===== src/source/dma_defs.svh =====
// Bus widths, register map offsets and size limits of the DMA core, included by every RTL file
`ifndef DMA_DEFS_SVH
`define DMA_DEFS_SVH

////////////////////////////////////////////////////////////
// Stream widths
////////////////////////////////////////////////////////////
`define DMA_DATA_WIDTH       256
`define DMA_DW_KEEP_WIDTH    8                // One bit per dword
`define DMA_BYTE_KEEP_WIDTH  32               // One bit per byte

////////////////////////////////////////////////////////////
// Register port
////////////////////////////////////////////////////////////
`define DMA_REG_WIDTH        64
`define DMA_ADDR_WIDTH       16
`define DMA_ENGINE_BASE      16'h0200
`define DMA_GLOBAL_OFFSET    16'h2200         // Engine base plus one engine stride

////////////////////////////////////////////////////////////
// Request limits
////////////////////////////////////////////////////////////
`define DMA_WINDOW_SIZE      4                // Requests in flight
`define DMA_TAG_WIDTH        2
`define DMA_LOG2_MAX_PAYLOAD 8                // 256 byte payload
`define DMA_LOG2_MAX_READ_REQUEST 12          // 4 KB read request
`define DMA_LEN_WIDTH        11               // Request length in dwords

`endif


===== src/source/dma_pkg.sv =====
// Shared state, register offset and vector types, imported by the DMA core modules and testbench
`include "dma_defs.svh"

package dma_pkg;

	////////////////////////////////////////////////////////////
	// Register map
	////////////////////////////////////////////////////////////
	typedef enum logic [`DMA_ADDR_WIDTH-1:0] {
		ENG_CTRL    = `DMA_ENGINE_BASE,
		ENG_ADDR    = `DMA_ENGINE_BASE + 16'h0008,
		ENG_SIZE    = `DMA_ENGINE_BASE + 16'h0010,
		GLOBAL_CTRL = `DMA_GLOBAL_OFFSET
	} reg_offset_e;

	////////////////////////////////////////////////////////////
	// State machines
	////////////////////////////////////////////////////////////
	typedef enum logic [1:0] {
		ENG_IDLE,
		ENG_RUN,   // Descriptor in progress
		ENG_DONE
	} engine_state_e;

	typedef enum logic [1:0] {
		RQ_IDLE,
		RQ_CALC,   // Length of next request
		RQ_ISSUE,  // rq_valid held until accepted
		RQ_WAIT    // Window check
	} rq_state_e;

	// Vector types
	typedef logic [`DMA_REG_WIDTH-1:0]       reg_data_t;
	typedef logic [63:0]                     host_addr_t;
	typedef logic [`DMA_LEN_WIDTH-1:0]       dw_len_t;
	typedef logic [`DMA_TAG_WIDTH-1:0]       tag_t;
	typedef logic [`DMA_DATA_WIDTH-1:0]      data_beat_t;
	typedef logic [`DMA_DW_KEEP_WIDTH-1:0]   dw_keep_t;
	typedef logic [`DMA_BYTE_KEEP_WIDTH-1:0] byte_keep_t;

endpackage


===== src/source/dma_registers.sv =====
// Host register block of the DMA core: descriptor, status, global control, soft reset and irq
`timescale 1ns/100ps
`include "dma_defs.svh"

module dma_registers (
	input  logic                             CLK,
	input  logic                             dma_reset_n,
	input  logic                             reg_en,
	input  dma_pkg::reg_offset_e             reg_addr,
	input  logic [`DMA_REG_WIDTH/8-1:0]      reg_we,
	input  dma_pkg::reg_data_t               reg_din,
	output dma_pkg::reg_data_t               reg_dout,
	output logic                             reg_ack,
	input  logic                             running,
	input  logic                             done_pulse,
	output logic                             start,
	output dma_pkg::host_addr_t              desc_addr,
	output dma_pkg::reg_data_t               desc_size,
	output logic                             engine_reset_n,
	output logic                             irq
);
	import dma_pkg::*;

	localparam logic [2:0] MAX_PAYLOAD_CODE = 3'(`DMA_LOG2_MAX_PAYLOAD - 7);
	localparam logic [2:0] MAX_RDREQ_CODE   = 3'(`DMA_LOG2_MAX_READ_REQUEST - 7);

	reg_data_t read_word;
	logic      addr_mapped;
	logic      reg_write;
	logic      ctrl_write;
	logic      global_write;
	logic      soft_reset;
	logic      irq_en;
	logic      done_r;
	logic      irq_pending;

	// Byte-enable merge of a register write
	function automatic reg_data_t merge_bytes(
		input reg_data_t                    old_val,
		input reg_data_t                    new_val,
		input logic [`DMA_REG_WIDTH/8-1:0]  be
	);
		reg_data_t merged;
		merged = old_val;
		for (int i = 0; i < `DMA_REG_WIDTH/8; i++) begin
			if (be[i]) begin
				merged[8*i +: 8] = new_val[8*i +: 8];
			end
		end
		return merged;
	endfunction

	assign reg_write    = reg_en && (reg_we != '0);
	assign ctrl_write   = reg_write && (reg_addr == ENG_CTRL) && reg_we[0];
	assign global_write = reg_write && (reg_addr == GLOBAL_CTRL) && reg_we[0];

	////////////////////////////////////////////////////////////
	// Read side
	////////////////////////////////////////////////////////////
	always_comb begin
		read_word   = '0;
		addr_mapped = 1'b1;
		case (reg_addr)
			ENG_CTRL:    read_word = {56'd0, irq_pending, 5'd0, done_r, running};
			ENG_ADDR:    read_word = desc_addr;
			ENG_SIZE:    read_word = desc_size;
			GLOBAL_CTRL: read_word = {56'd0, 1'b0, irq_en, MAX_RDREQ_CODE, MAX_PAYLOAD_CODE};
			default:     addr_mapped = 1'b0;      // Unmapped offsets never ack
		endcase
	end

	always_ff @(posedge CLK) begin
		if (!dma_reset_n) begin
			reg_ack <= 1'b0;
		end else begin
			reg_ack <= reg_en && addr_mapped;
		end
	end

	always_ff @(posedge CLK) begin
		if (reg_en) begin
			reg_dout <= read_word;
		end
	end

	////////////////////////////////////////////////////////////
	// Descriptor
	////////////////////////////////////////////////////////////
	always_ff @(posedge CLK) begin
		if (reg_write && (reg_addr == ENG_ADDR)) begin
			desc_addr <= merge_bytes(desc_addr, reg_din, reg_we);
		end
		if (reg_write && (reg_addr == ENG_SIZE)) begin
			desc_size <= merge_bytes(desc_size, reg_din, reg_we);
		end
	end

	////////////////////////////////////////////////////////////
	// Control and status
	////////////////////////////////////////////////////////////
	always_ff @(posedge CLK) begin
		if (!dma_reset_n) begin
			start       <= 1'b0;
			soft_reset  <= 1'b0;
			irq_en      <= 1'b0;
			done_r      <= 1'b0;
			irq_pending <= 1'b0;
		end else begin
			start      <= ctrl_write && reg_din[0] && !running;   // Idle or done only
			soft_reset <= global_write && reg_din[7];             // Self-clearing
			if (global_write) begin
				irq_en <= reg_din[6];
			end
			if (done_pulse) begin
				done_r      <= 1'b1;
				irq_pending <= 1'b1;
			end else if ((ctrl_write && reg_din[7]) || soft_reset) begin
				done_r      <= 1'b0;
				irq_pending <= 1'b0;
			end else if (start) begin
				done_r <= 1'b0;                                   // New descriptor under way
			end
		end
	end

	// Engine sees one cycle of reset per soft reset write
	assign engine_reset_n = dma_reset_n & ~soft_reset;
	assign irq            = irq_pending & irq_en;

endmodule


===== src/source/dma_read_requester.sv =====
// Read request generator of the DMA core: splits a descriptor into tagged requests under the window
`timescale 1ns/100ps
`include "dma_defs.svh"

module dma_read_requester (
	input  logic                    CLK,
	input  logic                    engine_reset_n,
	input  logic                    start,
	input  dma_pkg::host_addr_t     desc_addr,
	input  dma_pkg::reg_data_t      desc_size,
	input  logic                    rq_ready,
	input  logic                    request_retired,
	output logic                    rq_valid,
	output dma_pkg::host_addr_t     rq_addr,
	output dma_pkg::dw_len_t        rq_len,
	output dma_pkg::tag_t           rq_tag,
	output logic                    running,
	output logic                    all_issued,
	output logic [`DMA_TAG_WIDTH:0] outstanding,
	output logic                    done_pulse
);
	import dma_pkg::*;

	localparam logic [12:0] PAGE_BYTES   = 13'h1000;                              // 4 KB boundary
	localparam logic [12:0] MAX_RD_BYTES = 13'(1 << `DMA_LOG2_MAX_READ_REQUEST);

	rq_state_e     rq_state;
	engine_state_e eng_state;
	host_addr_t    cur_addr;
	reg_data_t     remaining;
	logic [12:0]   boundary_bytes;
	logic [12:0]   len_bytes;
	logic [12:0]   issued_bytes;
	logic          rq_accept;
	logic          last_request;

	////////////////////////////////////////////////////////////
	// Request length
	////////////////////////////////////////////////////////////
	always_comb begin
		boundary_bytes = PAGE_BYTES - {1'b0, cur_addr[11:0]};
		len_bytes      = (boundary_bytes < MAX_RD_BYTES) ? boundary_bytes : MAX_RD_BYTES;
		if (remaining < 64'(len_bytes)) begin
			len_bytes = remaining[12:0];
		end
	end

	assign issued_bytes = {rq_len, 2'b00};
	assign rq_accept    = rq_valid && rq_ready;
	assign last_request = (remaining == 64'(issued_bytes));

	////////////////////////////////////////////////////////////
	// Request FSM
	////////////////////////////////////////////////////////////
	always_ff @(posedge CLK) begin
		if (!engine_reset_n) begin
			rq_state   <= RQ_IDLE;
			rq_valid   <= 1'b0;
			rq_tag     <= '0;         // Tags run on across descriptors, as do expected tags
			all_issued <= 1'b0;
		end else begin
			case (rq_state)
				RQ_IDLE: if (start) begin
					cur_addr   <= desc_addr;
					remaining  <= desc_size;
					all_issued <= (desc_size == '0);
					rq_state   <= (desc_size == '0) ? RQ_IDLE : RQ_CALC;
				end
				RQ_CALC: begin
					rq_addr  <= cur_addr;
					rq_len   <= len_bytes[12:2];
					rq_state <= RQ_WAIT;
				end
				RQ_WAIT: if (outstanding < `DMA_WINDOW_SIZE) begin
					rq_valid <= 1'b1;
					rq_state <= RQ_ISSUE;
				end
				RQ_ISSUE: if (rq_ready) begin
					rq_valid  <= 1'b0;
					rq_tag    <= rq_tag + 1'b1;                // Modulo 4
					cur_addr  <= cur_addr + 64'(issued_bytes);
					remaining <= remaining - 64'(issued_bytes);
					if (last_request) begin
						all_issued <= 1'b1;
						rq_state   <= RQ_IDLE;
					end else begin
						rq_state <= RQ_CALC;
					end
				end
				default: rq_state <= RQ_IDLE;
			endcase
		end
	end

	// Requests in flight
	always_ff @(posedge CLK) begin
		if (!engine_reset_n) begin
			outstanding <= '0;
		end else begin
			case ({rq_accept, request_retired})
				2'b10:   outstanding <= outstanding + 1'b1;
				2'b01:   outstanding <= outstanding - 1'b1;
				default: outstanding <= outstanding;
			endcase
		end
	end

	////////////////////////////////////////////////////////////
	// Engine tracking
	////////////////////////////////////////////////////////////
	// Ends on the cycle the final request retires
	assign done_pulse = (eng_state == ENG_RUN) && all_issued &&
		((outstanding == '0) || ((outstanding == 1) && request_retired));

	always_ff @(posedge CLK) begin
		if (!engine_reset_n) begin
			eng_state <= ENG_IDLE;
		end else begin
			case (eng_state)
				ENG_RUN: if (done_pulse) eng_state <= ENG_DONE;
				default: if (start)      eng_state <= ENG_RUN;   // From idle or done
			endcase
		end
	end

	assign running = (eng_state == ENG_RUN);

endmodule


===== src/source/dma_completion_stream.sv =====
// Completion path of the DMA core: forwards completion beats to the S2C stream and retires requests
`timescale 1ns/100ps
`include "dma_defs.svh"

module dma_completion_stream (
	input  logic                    CLK,
	input  logic                    engine_reset_n,
	input  logic                    rc_valid,
	output logic                    rc_ready,
	input  dma_pkg::data_beat_t     rc_data,
	input  dma_pkg::dw_keep_t       rc_keep,
	input  logic                    rc_last,
	input  dma_pkg::tag_t           rc_tag,
	output logic                    s2c_valid,
	input  logic                    s2c_ready,
	output dma_pkg::data_beat_t     s2c_data,
	output dma_pkg::byte_keep_t     s2c_keep,
	output logic                    s2c_last,
	input  logic                    all_issued,
	input  logic [`DMA_TAG_WIDTH:0] outstanding,
	output logic                    request_retired
);
	import dma_pkg::*;

	tag_t       expected_tag;     // Tag of the oldest request in flight
	byte_keep_t keep_expanded;
	logic       beat_accept;
	logic       tag_match;
	logic       final_beat;

	////////////////////////////////////////////////////////////
	// Beat forwarding
	////////////////////////////////////////////////////////////
	// No buffering here, S2C back-pressure reaches rc directly
	assign rc_ready  = s2c_ready;
	assign s2c_valid = rc_valid;
	assign s2c_data  = rc_data;

	always_comb begin
		for (int i = 0; i < `DMA_DW_KEEP_WIDTH; i++) begin
			keep_expanded[4*i +: 4] = {4{rc_keep[i]}};
		end
	end

	// Last beat of the last request of the descriptor
	assign final_beat = rc_last && all_issued && (outstanding == 1);
	assign s2c_last   = final_beat;
	assign s2c_keep   = final_beat ? keep_expanded : '1;

	////////////////////////////////////////////////////////////
	// Retirement
	////////////////////////////////////////////////////////////
	assign beat_accept = rc_valid && rc_ready;
	assign tag_match   = (rc_tag == expected_tag);

	// A completion carrying a foreign tag frees no window slot
	assign request_retired = beat_accept && rc_last && tag_match;

	always_ff @(posedge CLK) begin
		if (!engine_reset_n) begin
			expected_tag <= '0;
		end else if (request_retired) begin
			expected_tag <= expected_tag + 1'b1;      // Follows rq_tag in order
		end
	end

endmodule


===== src/source/dma_core.sv =====
// Top level of the S2C DMA core, joining the register block, read requester and completion path
`timescale 1ns/100ps
`include "dma_defs.svh"

module dma_core (
	input  logic                        CLK,
	input  logic                        dma_reset_n,
	// Register port
	input  logic                        reg_en,
	input  dma_pkg::reg_offset_e        reg_addr,
	input  logic [`DMA_REG_WIDTH/8-1:0] reg_we,
	input  dma_pkg::reg_data_t          reg_din,
	output dma_pkg::reg_data_t          reg_dout,
	output logic                        reg_ack,
	// Requester stream
	output logic                        rq_valid,
	input  logic                        rq_ready,
	output dma_pkg::host_addr_t         rq_addr,
	output dma_pkg::dw_len_t            rq_len,
	output dma_pkg::tag_t               rq_tag,
	// Completion stream
	input  logic                        rc_valid,
	output logic                        rc_ready,
	input  dma_pkg::data_beat_t         rc_data,
	input  dma_pkg::dw_keep_t           rc_keep,
	input  logic                        rc_last,
	input  dma_pkg::tag_t               rc_tag,
	// S2C user stream
	output logic                        s2c_valid,
	input  logic                        s2c_ready,
	output dma_pkg::data_beat_t         s2c_data,
	output dma_pkg::byte_keep_t         s2c_keep,
	output logic                        s2c_last,
	output logic                        irq,
	output logic                        operation_in_course
);
	import dma_pkg::*;

	host_addr_t              desc_addr;
	reg_data_t               desc_size;
	logic                    start;
	logic                    engine_reset_n;      // Port reset or soft reset
	logic                    done_pulse;
	logic                    all_issued;
	logic [`DMA_TAG_WIDTH:0] outstanding;
	logic                    request_retired;

	dma_registers registers_i (
		.CLK            (CLK),
		.dma_reset_n    (dma_reset_n),
		.reg_en         (reg_en),
		.reg_addr       (reg_addr),
		.reg_we         (reg_we),
		.reg_din        (reg_din),
		.reg_dout       (reg_dout),
		.reg_ack        (reg_ack),
		.running        (operation_in_course),
		.done_pulse     (done_pulse),
		.start          (start),
		.desc_addr      (desc_addr),
		.desc_size      (desc_size),
		.engine_reset_n (engine_reset_n),
		.irq            (irq)
	);

	dma_read_requester requester_i (
		.CLK             (CLK),
		.engine_reset_n  (engine_reset_n),
		.start           (start),
		.desc_addr       (desc_addr),
		.desc_size       (desc_size),
		.rq_ready        (rq_ready),
		.request_retired (request_retired),
		.rq_valid        (rq_valid),
		.rq_addr         (rq_addr),
		.rq_len          (rq_len),
		.rq_tag          (rq_tag),
		.running         (operation_in_course),
		.all_issued      (all_issued),
		.outstanding     (outstanding),
		.done_pulse      (done_pulse)
	);

	dma_completion_stream completion_i (
		.CLK             (CLK),
		.engine_reset_n  (engine_reset_n),
		.rc_valid        (rc_valid),
		.rc_ready        (rc_ready),
		.rc_data         (rc_data),
		.rc_keep         (rc_keep),
		.rc_last         (rc_last),
		.rc_tag          (rc_tag),
		.s2c_valid       (s2c_valid),
		.s2c_ready       (s2c_ready),
		.s2c_data        (s2c_data),
		.s2c_keep        (s2c_keep),
		.s2c_last        (s2c_last),
		.all_issued      (all_issued),
		.outstanding     (outstanding),
		.request_retired (request_retired)
	);

endmodule


===== config.mk =====
export PLATFORM = sky130hd
export DESIGN_NAME = dma_core
export DESIGN_NICKNAME = d
export VERILOG_FILES = /design/src/source/dma_pkg.sv /design/src/source/dma_registers.sv /design/src/source/dma_read_requester.sv /design/src/source/dma_completion_stream.sv /design/src/source/dma_core.sv
export VERILOG_INCLUDE_DIRS = /design/src /design/src/source
export SDC_FILE = /design/constraint.sdc
export NUM_CORES = 1
export LEC_CHECK = 0
export BUFFER_PORTS_ARGS = -buffer_cell sky130_fd_sc_hd__buf_2
export CELL_PAD_IN_SITES_DETAIL_PLACEMENT = 0
export CELL_PAD_IN_SITES_GLOBAL_PLACEMENT = 1
export CORE_AREA = 10 10 299 301
export DETAILED_ROUTE_END_ITERATION = 6
export DIE_AREA = 0 0 309 311
export PLACE_DENSITY = 0.61
export RECOVER_POWER = 100
export SETUP_SLACK_MARGIN = 0.3
export SLEW_MARGIN = 25
export SYNTH_ARGS = -nofsm -noshare
export SYNTH_HDL_FRONTEND = slang
export SYNTH_SLANG_ARGS = --single-unit

===== constraint.sdc =====
create_clock -name CLK -period 11.8 [get_ports CLK]
set_input_delay 1.77 -clock CLK [delete_from_list [all_inputs] [get_ports CLK]]
set_output_delay 1.77 -clock CLK [all_outputs]
set_load 0.01 [all_outputs]

==> flow_summary_export.csv, run 1 <==
group,metric,value,unit
timing,worst_slew_pin_slew,4.38,ns
timing,hold_viol_final,0,
detailed_routing,remaining_routing_drc_violations,0,
synth,synth-async-reset-ratio,0,%
worst_setup_path,criticalPathCategory,"primary input to flip-flop",
global_routing,grtUsageTotal,13.9,%
status,violations,"capacitance limit, slew limit",
final_layout,multi_input_area,6740,um^2
global_routing,grt_antenna_before_repair,18,
worst_setup_path,timing.critical_path.required,12.04,ns
synth,syn_nets,2265,
synth,post_synth_most_frequent_cells,"sky130_fd_sc_hd__edfxtp_1, sky130_fd_sc_hd__buf_4, sky130_fd_sc_hd__nand2_1",
worst_setup_path,register_to_register_setup_slack,5.47,ns
job,drv_cap,12,
final_layout,fin_area,23500,um^2
die,horizontal_die_dimension,309,um
timing,setup_total_negative_slack,0,ns
timing,final.min_clock_period,6.52,ns
die,core.rowCount,106,
pwr,ir_worst_vdd,92.4,uV
status,status,"finished with violations",
die,die_outline_area,96100,um^2
timing,slew-limit-headroom,-192,%
place,dpl-instance-area,22100,um^2
global_routing,grt_pass1_wl,101000,um
clock_network,cts_root_buffer,"sky130_fd_sc_hd__clkbuf_16",
synth,synthesized_netlist_cell_count,1862,
detailed_routing,ant_nets,0,
detailed_routing,routed_wl,70900,um
detailed_routing,detail_route.iter0.violations,1356,
die,floorplan.initialDensity,25.9,%
place,placed_cells,2886,
worst_setup_path,reg2reg_depth,4,
synth,synth_area_leader_cell,"sky130_fd_sc_hd__edfxtp_1",
worst_setup_path,crit_path_start_kind,"primary input",
final_layout,layout-drive-gt1-share,8.78,%
worst_hold_path,hold-path-endpoint,"requester_i.eng_state[1]$_SDFFE_PN0P_",
die,chipHeight,311,um
clock_network,cts-root-to-sink-buffers,3,
final_layout,fillers,8673,
clock_network,htreeDepth,2,
clock_network,cts_inserted_buffers,47,
clock_network,clkLatencyLatePin,0.61,ns
timing,fin_ws,5.28,ns
die,core_area,83300,um^2
clock_network,postCtsSetupBuffers,0,
final_layout,finalCoreUtilization,28.2,%
synth,yosysTopAreaCellShare,55.1,%
synth,synth.ff_latch_count,414,
timing,finalMaxSlewViolations,637,
timing,achievable_frequency,0.153,GHz
synth,ys_warn_count,0,
clock_network,cts.repair.resized,0,
synth,post_synth_main_area_contributors,"sky130_fd_sc_hd__edfxtp_1, sky130_fd_sc_hd__buf_4, sky130_fd_sc_hd__nand2_1, sky130_fd_sc_hd__a22o_1, sky130_fd_sc_hd__ha_1",
clock_network,clk_pin_slew_worst_paths,0.06,ns
worst_hold_path,hold_depth,2,
synth,post_synth_instance_area,21500,um^2
synth,synth_most_common_cell,"sky130_fd_sc_hd__edfxtp_1",
worst_setup_path,critical_path.max_stage_delay,2.88,ns
pwr,p_total,3.33,mW
detailed_routing,vias,15000,
place,dpl_worst_slack,6.98,ns
place,gp_weighted_congestion,0.841,
timing,fin_skew,0.0384,ns
worst_setup_path,critPathCaptureType,"flip-flop",
final_layout,final_nets,2258,
synth,synth_enable_flop_cells,395,
worst_setup_path,timing.critical_path.fanout_max,63,
worst_hold_path,timing.hold.worst.start,"requester_i.eng_state[1]$_SDFFE_PN0P_",
place,io_buffers,284,
detailed_routing,detail_route.vias_per_cell,5.03,
final_layout,layout-area-overhead-vs-synth,9.12,%
synth,share_of_the_yosys_chip_area_belonging_to_registers,56.8,%
timing,fin_worst_hold_slack,0.477,ns
worst_setup_path,worstPathCellList,"clkbuf_1 -> nand2b_1 -> a211oi_4 -> clkbuf_1 -> buf_4",
final_layout,storage_element_area,12200,um^2
worst_hold_path,hold_removal_path_class,"flip-flop to flip-flop",
worst_setup_path,worstReg2RegStart,"requester_i.rq_state[0]$_SDFFE_PN0P_",
worst_setup_path,cp_data_arrival_time,6.75,ns
pwr,powerDensity,142,nW/um^2
global_routing,first_global_vias,14900,
global_routing,grt_start_max_net_pins,95,
synth,dominantRegCellSynth,"sky130_fd_sc_hd__edfxtp_1",
worst_setup_path,r2r_end,"requester_i.cur_addr[31]$_DFFE_PP_",
final_layout,post_layout_nonfiller_instances,2974,
die,io_pins,797,
timing,min_period_over_period,55.2,%
detailed_routing,routedWlPerCell,23.9,um
global_routing,global_route_congestion_overflow_total,0,
synth,synthDistinctLibCells,63,
detailed_routing,firstDrtPassIters,6,
clock_network,cts.hold.buffers_added,0,
synth,synthesis.area_per_instance,11.6,um^2
worst_setup_path,cp_slowest_cell,"sky130_fd_sc_hd__clkbuf_1",
pwr,leakage,7.62,nW
clock_network,cts_num_sinks,414,
clock_network,cts_tree,"done",
timing,timing.final.setup_violations,0,
worst_setup_path,crit_path_frequent_cell,"sky130_fd_sc_hd__clkbuf_1",
timing,rsz0062_at_grt,"no",
place,dp.final_hpwl,53500,um
## sequential cells by signal, indices dropped and copies added (netlist names), 2 cells and up
| register | count |
|---|---|
| completion_i.expected_tag | 2 |
| registers_i.desc_addr | 64 |
| registers_i.desc_size | 64 |
| registers_i.reg_dout | 64 |
| requester_i.cur_addr | 64 |
| requester_i.eng_state | 2 |
| requester_i.outstanding | 3 |
| requester_i.remaining | 64 |
| requester_i.rq_addr | 64 |
| requester_i.rq_len | 11 |
| requester_i.rq_state | 2 |
| requester_i.rq_tag | 2 |
## power by group
part           switching (mW)  internal [mW]  leakage [nW]
clock network           0.657           1.03         0.843
registers             0.00340           1.60          3.81
logic                  0.0289         0.0143          2.97
## worst max path at each step
stage | start | end | cells after the start
global route | requester_i.rq_state[0]$_SDFFE_PN0P_ | requester_i.cur_addr[37]$_DFFE_PP_ | 3
global placement | reg_addr[8] | registers_i.desc_size[8]$_DFFE_PP_ | 8
floorplan | dma_reset_n | requester_i.cur_addr[10]$_DFFE_PP_ | 2
detailed placement | reg_addr[8] | registers_i.desc_size[21]$_DFFE_PP_ | 8
CTS | rc_last | s2c_keep[30] | 4
finish | dma_reset_n | requester_i.cur_addr[24]$_DFFE_PP_ | 5
## critical path, delay by kind of cell
kind                   cells  cell delay, ns
buffers and inverters      3            4.17
and+or+nand+nor            1            0.39
AOI/OAI and AO/OA          1            0.31
## layer usage
layer | GRT usage (%) | up-vias | share of wire (%)
li1 | - | 6702 | -
met1 | 16.5 | 7295 | 39
met2 | 22.9 | 808 | 48
met3 | 5.75 | 143 | 11
met4 | 3.92 | 24 | 2.6
met5 | 0.258 | - | 0.21
## cell families (layout without fill, tap and decap cells)
group           count (synthesis)  in the layout  share of synthesized area (%)
simple gates                  565            565                           13.9
flops                         414            414                           56.8
buf+inv                       404            432                           12.0
compound gates                346            346                           10.9
xor+xnor                       71             71                           2.89
fa+ha+maj                      42             42                           2.51
mux                            20             20                          0.947
other cells                     0              4                              0
## layout by cell type, fill, tap and decap left out, types with 30 or more instances in the layout
| cell | count |
|---|---|
| sky130_fd_sc_hd__o21ai_0 | 89 |
| sky130_fd_sc_hd__inv_1 | 46 |
| sky130_fd_sc_hd__nand2_1 | 140 |
| sky130_fd_sc_hd__buf_2 | 49 |
| sky130_fd_sc_hd__nor4_1 | 42 |
| sky130_fd_sc_hd__xnor2_1 | 49 |
| sky130_fd_sc_hd__a21oi_1 | 37 |
| sky130_fd_sc_hd__or4_1 | 40 |
| sky130_fd_sc_hd__nand4_1 | 30 |
| sky130_fd_sc_hd__nand3_1 | 42 |
| sky130_fd_sc_hd__clkbuf_1 | 248 |
| sky130_fd_sc_hd__clkbuf_16 | 47 |
| sky130_fd_sc_hd__a31oi_1 | 47 |
| sky130_fd_sc_hd__nor2_1 | 95 |
| sky130_fd_sc_hd__a22o_1 | 58 |
| sky130_fd_sc_hd__edfxtp_1 | 395 |
| sky130_fd_sc_hd__nor3_1 | 32 |
| sky130_fd_sc_hd__and3_1 | 31 |
| sky130_fd_sc_hd__ha_1 | 40 |
## layout make-up
class | count | share of cell area, %
Antenna cell | 4 | 0.0426
Clock buffer | 51 | 5.07
Clock inverter | 33 | 2.46
Inverter | 46 | 0.734
Multi-Input combinational cell | 1044 | 28.6
Sequential cell | 414 | 52.1
Tap cell | 1080 | 5.75
Timing Repair Buffer | 302 | 5.23
Power figures use the tool's default switching activity.
==> run 2: changes to the inputs <==
clock period = 5.8 ns   (was 11.8 ns; I/O delays follow)
==> flow_summary_export.csv, run 2 (synthesis results as in run 1) <==
group,metric,value,unit
timing,fin_worst_hold_slack,0.437,ns
detailed_routing,vias,14800,
job,drv_cap,7,
timing,fin_skew,0.0408,ns
die,core.rowCount,106,
timing,timing.final.setup_violations,0,
detailed_routing,routedWlPerCell,24.1,um
clock_network,cts_root_buffer,"sky130_fd_sc_hd__clkbuf_16",
global_routing,global_route_congestion_overflow_total,0,
worst_setup_path,crit_path_start_kind,"primary input",
worst_setup_path,timing.critical_path.fanout_max,41,
timing,hold_viol_final,0,
timing,rsz0062_at_grt,"no",
clock_network,cts.hold.buffers_added,0,
final_layout,final_nets,2260,
timing,final.min_clock_period,4.72,ns
die,floorplan.initialDensity,25.9,%
worst_setup_path,cp_data_arrival_time,4.91,ns
final_layout,final_common_cell,"sky130_fd_sc_hd__edfxtp_1",
timing,setup_total_negative_slack,0,ns
place,placed_cells,2887,
timing,worst_slew_pin_slew,3.82,ns
pwr,powerDensity,276,nW/um^2
pwr,p_total,6.48,mW
final_layout,layout-drive-gt1-share,9.12,%
global_routing,first_global_vias,15100,
global_routing,grt_pass1_wl,103000,um
clock_network,cts_num_sinks,414,
final_layout,fillers,8662,
timing,finalMaxSlewViolations,449,
clock_network,cts_inserted_buffers,48,
pwr,leakage,7.57,nW
timing,min_period_over_period,81.5,%
place,dp.final_hpwl,53600,um
pwr,ir_worst_vdd,232,uV
die,io_pins,797,
clock_network,clkLatencyLatePin,0.62,ns
final_layout,post_layout_nonfiller_instances,2981,
place,io_buffers,284,
place,gp_weighted_congestion,0.834,
status,status,"finished with violations",
final_layout,final_cell_mix,"sky130_fd_sc_hd__edfxtp_1, sky130_fd_sc_hd__clkbuf_1, sky130_fd_sc_hd__nand2_1",
global_routing,grtUsageTotal,14.2,%
detailed_routing,ant_nets,0,
die,core_area,83300,um^2
detailed_routing,detail_route.iter0.violations,1150,
timing,achievable_frequency,0.212,GHz
worst_setup_path,timing.critical_path.required,5.98,ns
die,die_outline_area,96100,um^2
die,horizontal_die_dimension,309,um
detailed_routing,remaining_routing_drc_violations,0,
timing,slew-limit-headroom,-155,%
final_layout,layout-area-overhead-vs-synth,8.74,%
clock_network,cts_tree,"done",
clock_network,htreeDepth,2,
global_routing,grt_antenna_before_repair,13,
clock_network,clk_pin_slew_worst_paths,0.06,ns
detailed_routing,detail_route.vias_per_cell,4.98,
status,violations,"capacitance limit, slew limit",
worst_setup_path,criticalPathCategory,"primary input to flip-flop",
worst_hold_path,hold_removal_path_class,"primary input to flip-flop",
place,dpl_worst_slack,1.52,ns
global_routing,grt_start_max_net_pins,125,
die,chipHeight,311,um
timing,fin_ws,1.08,ns
clock_network,cts.repair.resized,0,
worst_setup_path,critPathCaptureType,"flip-flop",
clock_network,postCtsSetupBuffers,0,
detailed_routing,routed_wl,71900,um
detailed_routing,firstDrtPassIters,5,
clock_network,cts-root-to-sink-buffers,3,
run 2: area by class of cell:
type	instances	area [um^2]	area share, %
inverter	46	173	0.737
tap	1080	1350	5.77
timing repair buffer	303	1280	5.46
clock buffer	51	1210	5.18
clock inverter	38	405	1.73
antenna	5	12.5	0.0534
sequential	414	12200	52.3
multi-input combinational	1044	6750	28.8
run 2: worst max-delay path: stages:
cell and delay (ns):
sky130_fd_sc_hd__clkbuf_1 0.23, sky130_fd_sc_hd__nor2b_1 0.35, sky130_fd_sc_hd__and3_1 1.93, sky130_fd_sc_hd__clkbuf_1 1.48
run 2: worst paths after layout:
path / start / end / slack (ns) / depth (start not counted)
worst max-delay path: dma_reset_n / requester_i.rq_addr[51]$_DFFE_PP_ / 1.08 / 4
worst min-delay path: reg_din[47] / registers_i.desc_size[47]$_DFFE_PP_ / 0.44 / 1
worst max register to register: registers_i.soft_reset$_SDFF_PN0_ / requester_i.rq_addr[51]$_DFFE_PP_ / 1.33 / 3
worst min register to register: requester_i.cur_addr[12]$_DFFE_PP_ / requester_i.rq_addr[12]$_DFFE_PP_ / 0.47 / 0
run 2: routing by layer:
metal | GRT usage, % | vias to the layer above | routed length, um | share of wire, %
met5 | 0.465 | - | 128 | 0.18
met4 | 4.58 | 16 | 2190 | 3.1
met3 | 5.46 | 156 | 6920 | 9.6
met2 | 23.1 | 657 | 33800 | 47
met1 | 16.9 | 7285 | 28800 | 40
li1 | - | 6728 | - | -
run 2: power by group:
| group | switching (mW) | internal [mW] |
|---|---|---|
| combinational | 0.0580 | 0.0304 |
| sequential | 0.00675 | 3.26 |
| clock | 1.36 | 1.77 |
run 2: per-stage QoR:
| stage | util (%) | instance area, um^2 |
|---|---|---|
| 2_1_floorplan | - | 21600 |
| 3_3_place_gp | 26.6 | 22200 |
| 3_5_place_dp | 26.6 | 22200 |
| 4_1_cts | 28.5 | 23800 |
| 5_1_grt | 28.1 | 23400 |
| 6_report | 28.1 | 23400 |
==> run 3: changes to the inputs <==
PLACE_DENSITY = 0.58   (was 0.61)
clock period = 4.5 ns   (was 5.8 ns; I/O delays follow)
==> flow_summary_export.csv, run 3 (synthesis results as in run 1) <==
group,metric,value,unit
detailed_routing,routed_wl,71900,um
die,io_pins,797,
status,status,"finished with violations",
timing,timing.final.setup_violations,0,
clock_network,cts.hold.buffers_added,0,
global_routing,grt_start_max_net_pins,125,
final_layout,post_layout_nonfiller_instances,2991,
detailed_routing,highest_layer,"met5",
worst_setup_path,critPathTopFamily,"simple AND/OR/NAND/NOR gates",
worst_setup_path,cp.depth,11,
timing,rsz0062_at_grt,"no",
timing,final.min_clock_period,4.02,ns
die,core_area,83300,um^2
worst_setup_path,worst_setup_path_endpoint,"requester_i.rq_len[4]$_DFFE_PP_",
final_layout,final_common_cell,"sky130_fd_sc_hd__edfxtp_1",
detailed_routing,met3_layer_wire_length_in_the_routed_design,6640,um
detailed_routing,firstDrtPassIters,6,
pwr,leakage,7.59,nW
job,drv_cap,4,
final_layout,layout-drive-gt1-share,9.03,%
timing,setup_total_negative_slack,0,ns
clock_network,postCtsSetupBuffers,0,
detailed_routing,remaining_routing_drc_violations,0,
clock_network,cts_inserted_buffers,47,
worst_setup_path,criticalPathCategory,"flip-flop to flip-flop",
worst_setup_path,worstPathBufferInverterCount,1,
final_layout,final_nets,2269,
worst_setup_path,worstPathCellList,"nor4_1 -> nand3_1 -> or4_1 -> or3_1 -> ha_1 -> and2_1 -> a221oi_1 -> nand4_1 -> a21oi_1 -> clkbuf_2 -> mux2i_1",
detailed_routing,ant_nets,0,
clock_network,cts-root-to-sink-buffers,3,
timing,fin_skew,0.0270,ns
place,gp_weighted_congestion,0.803,
place,dp.final_hpwl,53900,um
detailed_routing,wl_met2,33500,um
timing,finalMaxSlewViolations,302,
worst_setup_path,critical_path.max_stage_delay,0.50,ns
worst_setup_path,cp_data_arrival_time,4.33,ns
timing,hold_viol_final,0,
timing,worst_slew_pin_slew,3.32,ns
detailed_routing,route.layer.met1.wl,29600,um
die,floorplan.initialDensity,25.9,%
timing,min_period_over_period,89.4,%
clock_network,cts.repair.resized,0,
clock_network,cts_tree,"done",
worst_setup_path,r2r_end,"requester_i.rq_len[4]$_DFFE_PP_",
final_layout,layout-area-overhead-vs-synth,8.44,%
worst_setup_path,reg2reg_depth,11,
global_routing,first_global_vias,15000,
clock_network,htreeDepth,2,
worst_setup_path,timing.critical_path.fanout_max,11,
worst_setup_path,critical_path.startpoint,"requester_i.cur_addr[3]$_DFFE_PP_",
pwr,p_total,8.13,mW
pwr,ir_worst_vdd,250,uV
timing,slew-limit-headroom,-121,%
worst_setup_path,cp_slowest_cell,"sky130_fd_sc_hd__nor4_1",
clock_network,cts_num_sinks,414,
global_routing,grt_pass1_wl,103000,um
timing,achievable_frequency,0.249,GHz
worst_setup_path,crit_path_start_kind,"flip-flop",
final_layout,final_cell_mix,"sky130_fd_sc_hd__edfxtp_1, sky130_fd_sc_hd__clkbuf_1, sky130_fd_sc_hd__nand2_1",
die,horizontal_die_dimension,309,um
global_routing,grt_antenna_before_repair,11,
worst_setup_path,timing.critical_path.required,4.81,ns
place,io_buffers,284,
die,core.rowCount,106,
status,violations,"capacitance limit, slew limit",
detailed_routing,detail_route.vias_per_cell,4.98,
detailed_routing,vias,14900,
detailed_routing,routedWlPerCell,24.0,um
worst_setup_path,critPathCaptureType,"flip-flop",
place,placed_cells,2896,
clock_network,clkLatencyLatePin,0.59,ns
global_routing,grtUsageTotal,14.2,%
worst_hold_path,hold_removal_path_class,"primary input to flip-flop",
worst_setup_path,register_to_register_setup_slack,0.48,ns
clock_network,clk_pin_slew_worst_paths,0.06,ns
pwr,powerDensity,348,nW/um^2
detailed_routing,detail_route.iter0.violations,1154,
die,chipHeight,311,um
clock_network,cts_root_buffer,"sky130_fd_sc_hd__clkbuf_16",
die,die_outline_area,96100,um^2
global_routing,global_route_congestion_overflow_total,0,
worst_setup_path,worstReg2RegStart,"requester_i.cur_addr[3]$_DFFE_PP_",
==> run 3: worst min-delay path by stage <==
stage                                     startpoint                                     to  slack, ns  cells after the start
2_1_floorplan     requester_i.cur_addr[12]$_DFFE_PP_      requester_i.rq_addr[12]$_DFFE_PP_       0.43                      0
3_3_place_gp   requester_i.eng_state[1]$_SDFFE_PN0P_  requester_i.eng_state[1]$_SDFFE_PN0P_       0.45                      2
3_5_place_dp   requester_i.eng_state[1]$_SDFFE_PN0P_  requester_i.eng_state[1]$_SDFFE_PN0P_       0.46                      2
4_1_cts                                  reg_din[58]    registers_i.desc_addr[58]$_DFFE_PP_       0.24                      1
5_1_grt                                  reg_din[46]    registers_i.desc_size[46]$_DFFE_PP_       0.25                      1
6_report                                 reg_din[46]    registers_i.desc_size[46]$_DFFE_PP_       0.28                      1
==> run 3: per-layer routing <==
| metal | track usage (%) | vias up |
|---|---|---|
| met1 | 17.5 | 7309 |
| met2 | 22.7 | 686 |
| met3 | 5.18 | 132 |
| li1 | - | 6750 |
| met5 | 0.103 | - |
| met4 | 4.49 | 6 |
==> run 3: report_power, final <==
part           total (mW)  leakage (nW)  switching [mW]  internal [mW]
clock                3.82         0.732            1.64           2.18
combinational       0.113          3.04          0.0747         0.0385
sequential           4.20          3.81         0.00711           4.20
==> run 3: worst reg2reg max path, stage by stage, from the launching register on <==
cell and delay [ns]:
sky130_fd_sc_hd__edfxtp_1 0.49, sky130_fd_sc_hd__nor4_1 0.50, sky130_fd_sc_hd__nand3_1 0.21, sky130_fd_sc_hd__or4_1 0.47
sky130_fd_sc_hd__or3_1 0.46, sky130_fd_sc_hd__ha_1 0.34, sky130_fd_sc_hd__and2_1 0.19, sky130_fd_sc_hd__a221oi_1 0.30
sky130_fd_sc_hd__nand4_1 0.14, sky130_fd_sc_hd__a21oi_1 0.16, sky130_fd_sc_hd__clkbuf_2 0.37, sky130_fd_sc_hd__mux2i_1 0.14
==> run 3: layout make-up <==
class / instances / area (um^2)
fillers: 8704 / 59900
flip-flops and latches: 414 / 12200
multi-input cells: 1044 / 6750
well taps: 1080 / 1350
repair buffers: 313 / 1330
clock buffers: 57 / 1220
clock inverters: 30 / 273
inverters: 46 / 173
diodes: 7 / 17.5
==> run 3: per-stage QoR <==
step | worst slack [ns] | util [%] | hold slack [ns] | cell area (um^2)
6_report | 0.479 | 28.0 | 0.281 | 23400
5_1_grt | 0.189 | 28.0 | 0.253 | 23300
4_1_cts | 0.664 | 28.5 | 0.236 | 23700
3_5_place_dp | 0.676 | 26.7 | 0.460 | 22200
3_3_place_gp | 0.670 | 26.7 | 0.454 | 22200
2_1_floorplan | 0.136 | - | 0.431 | 21600
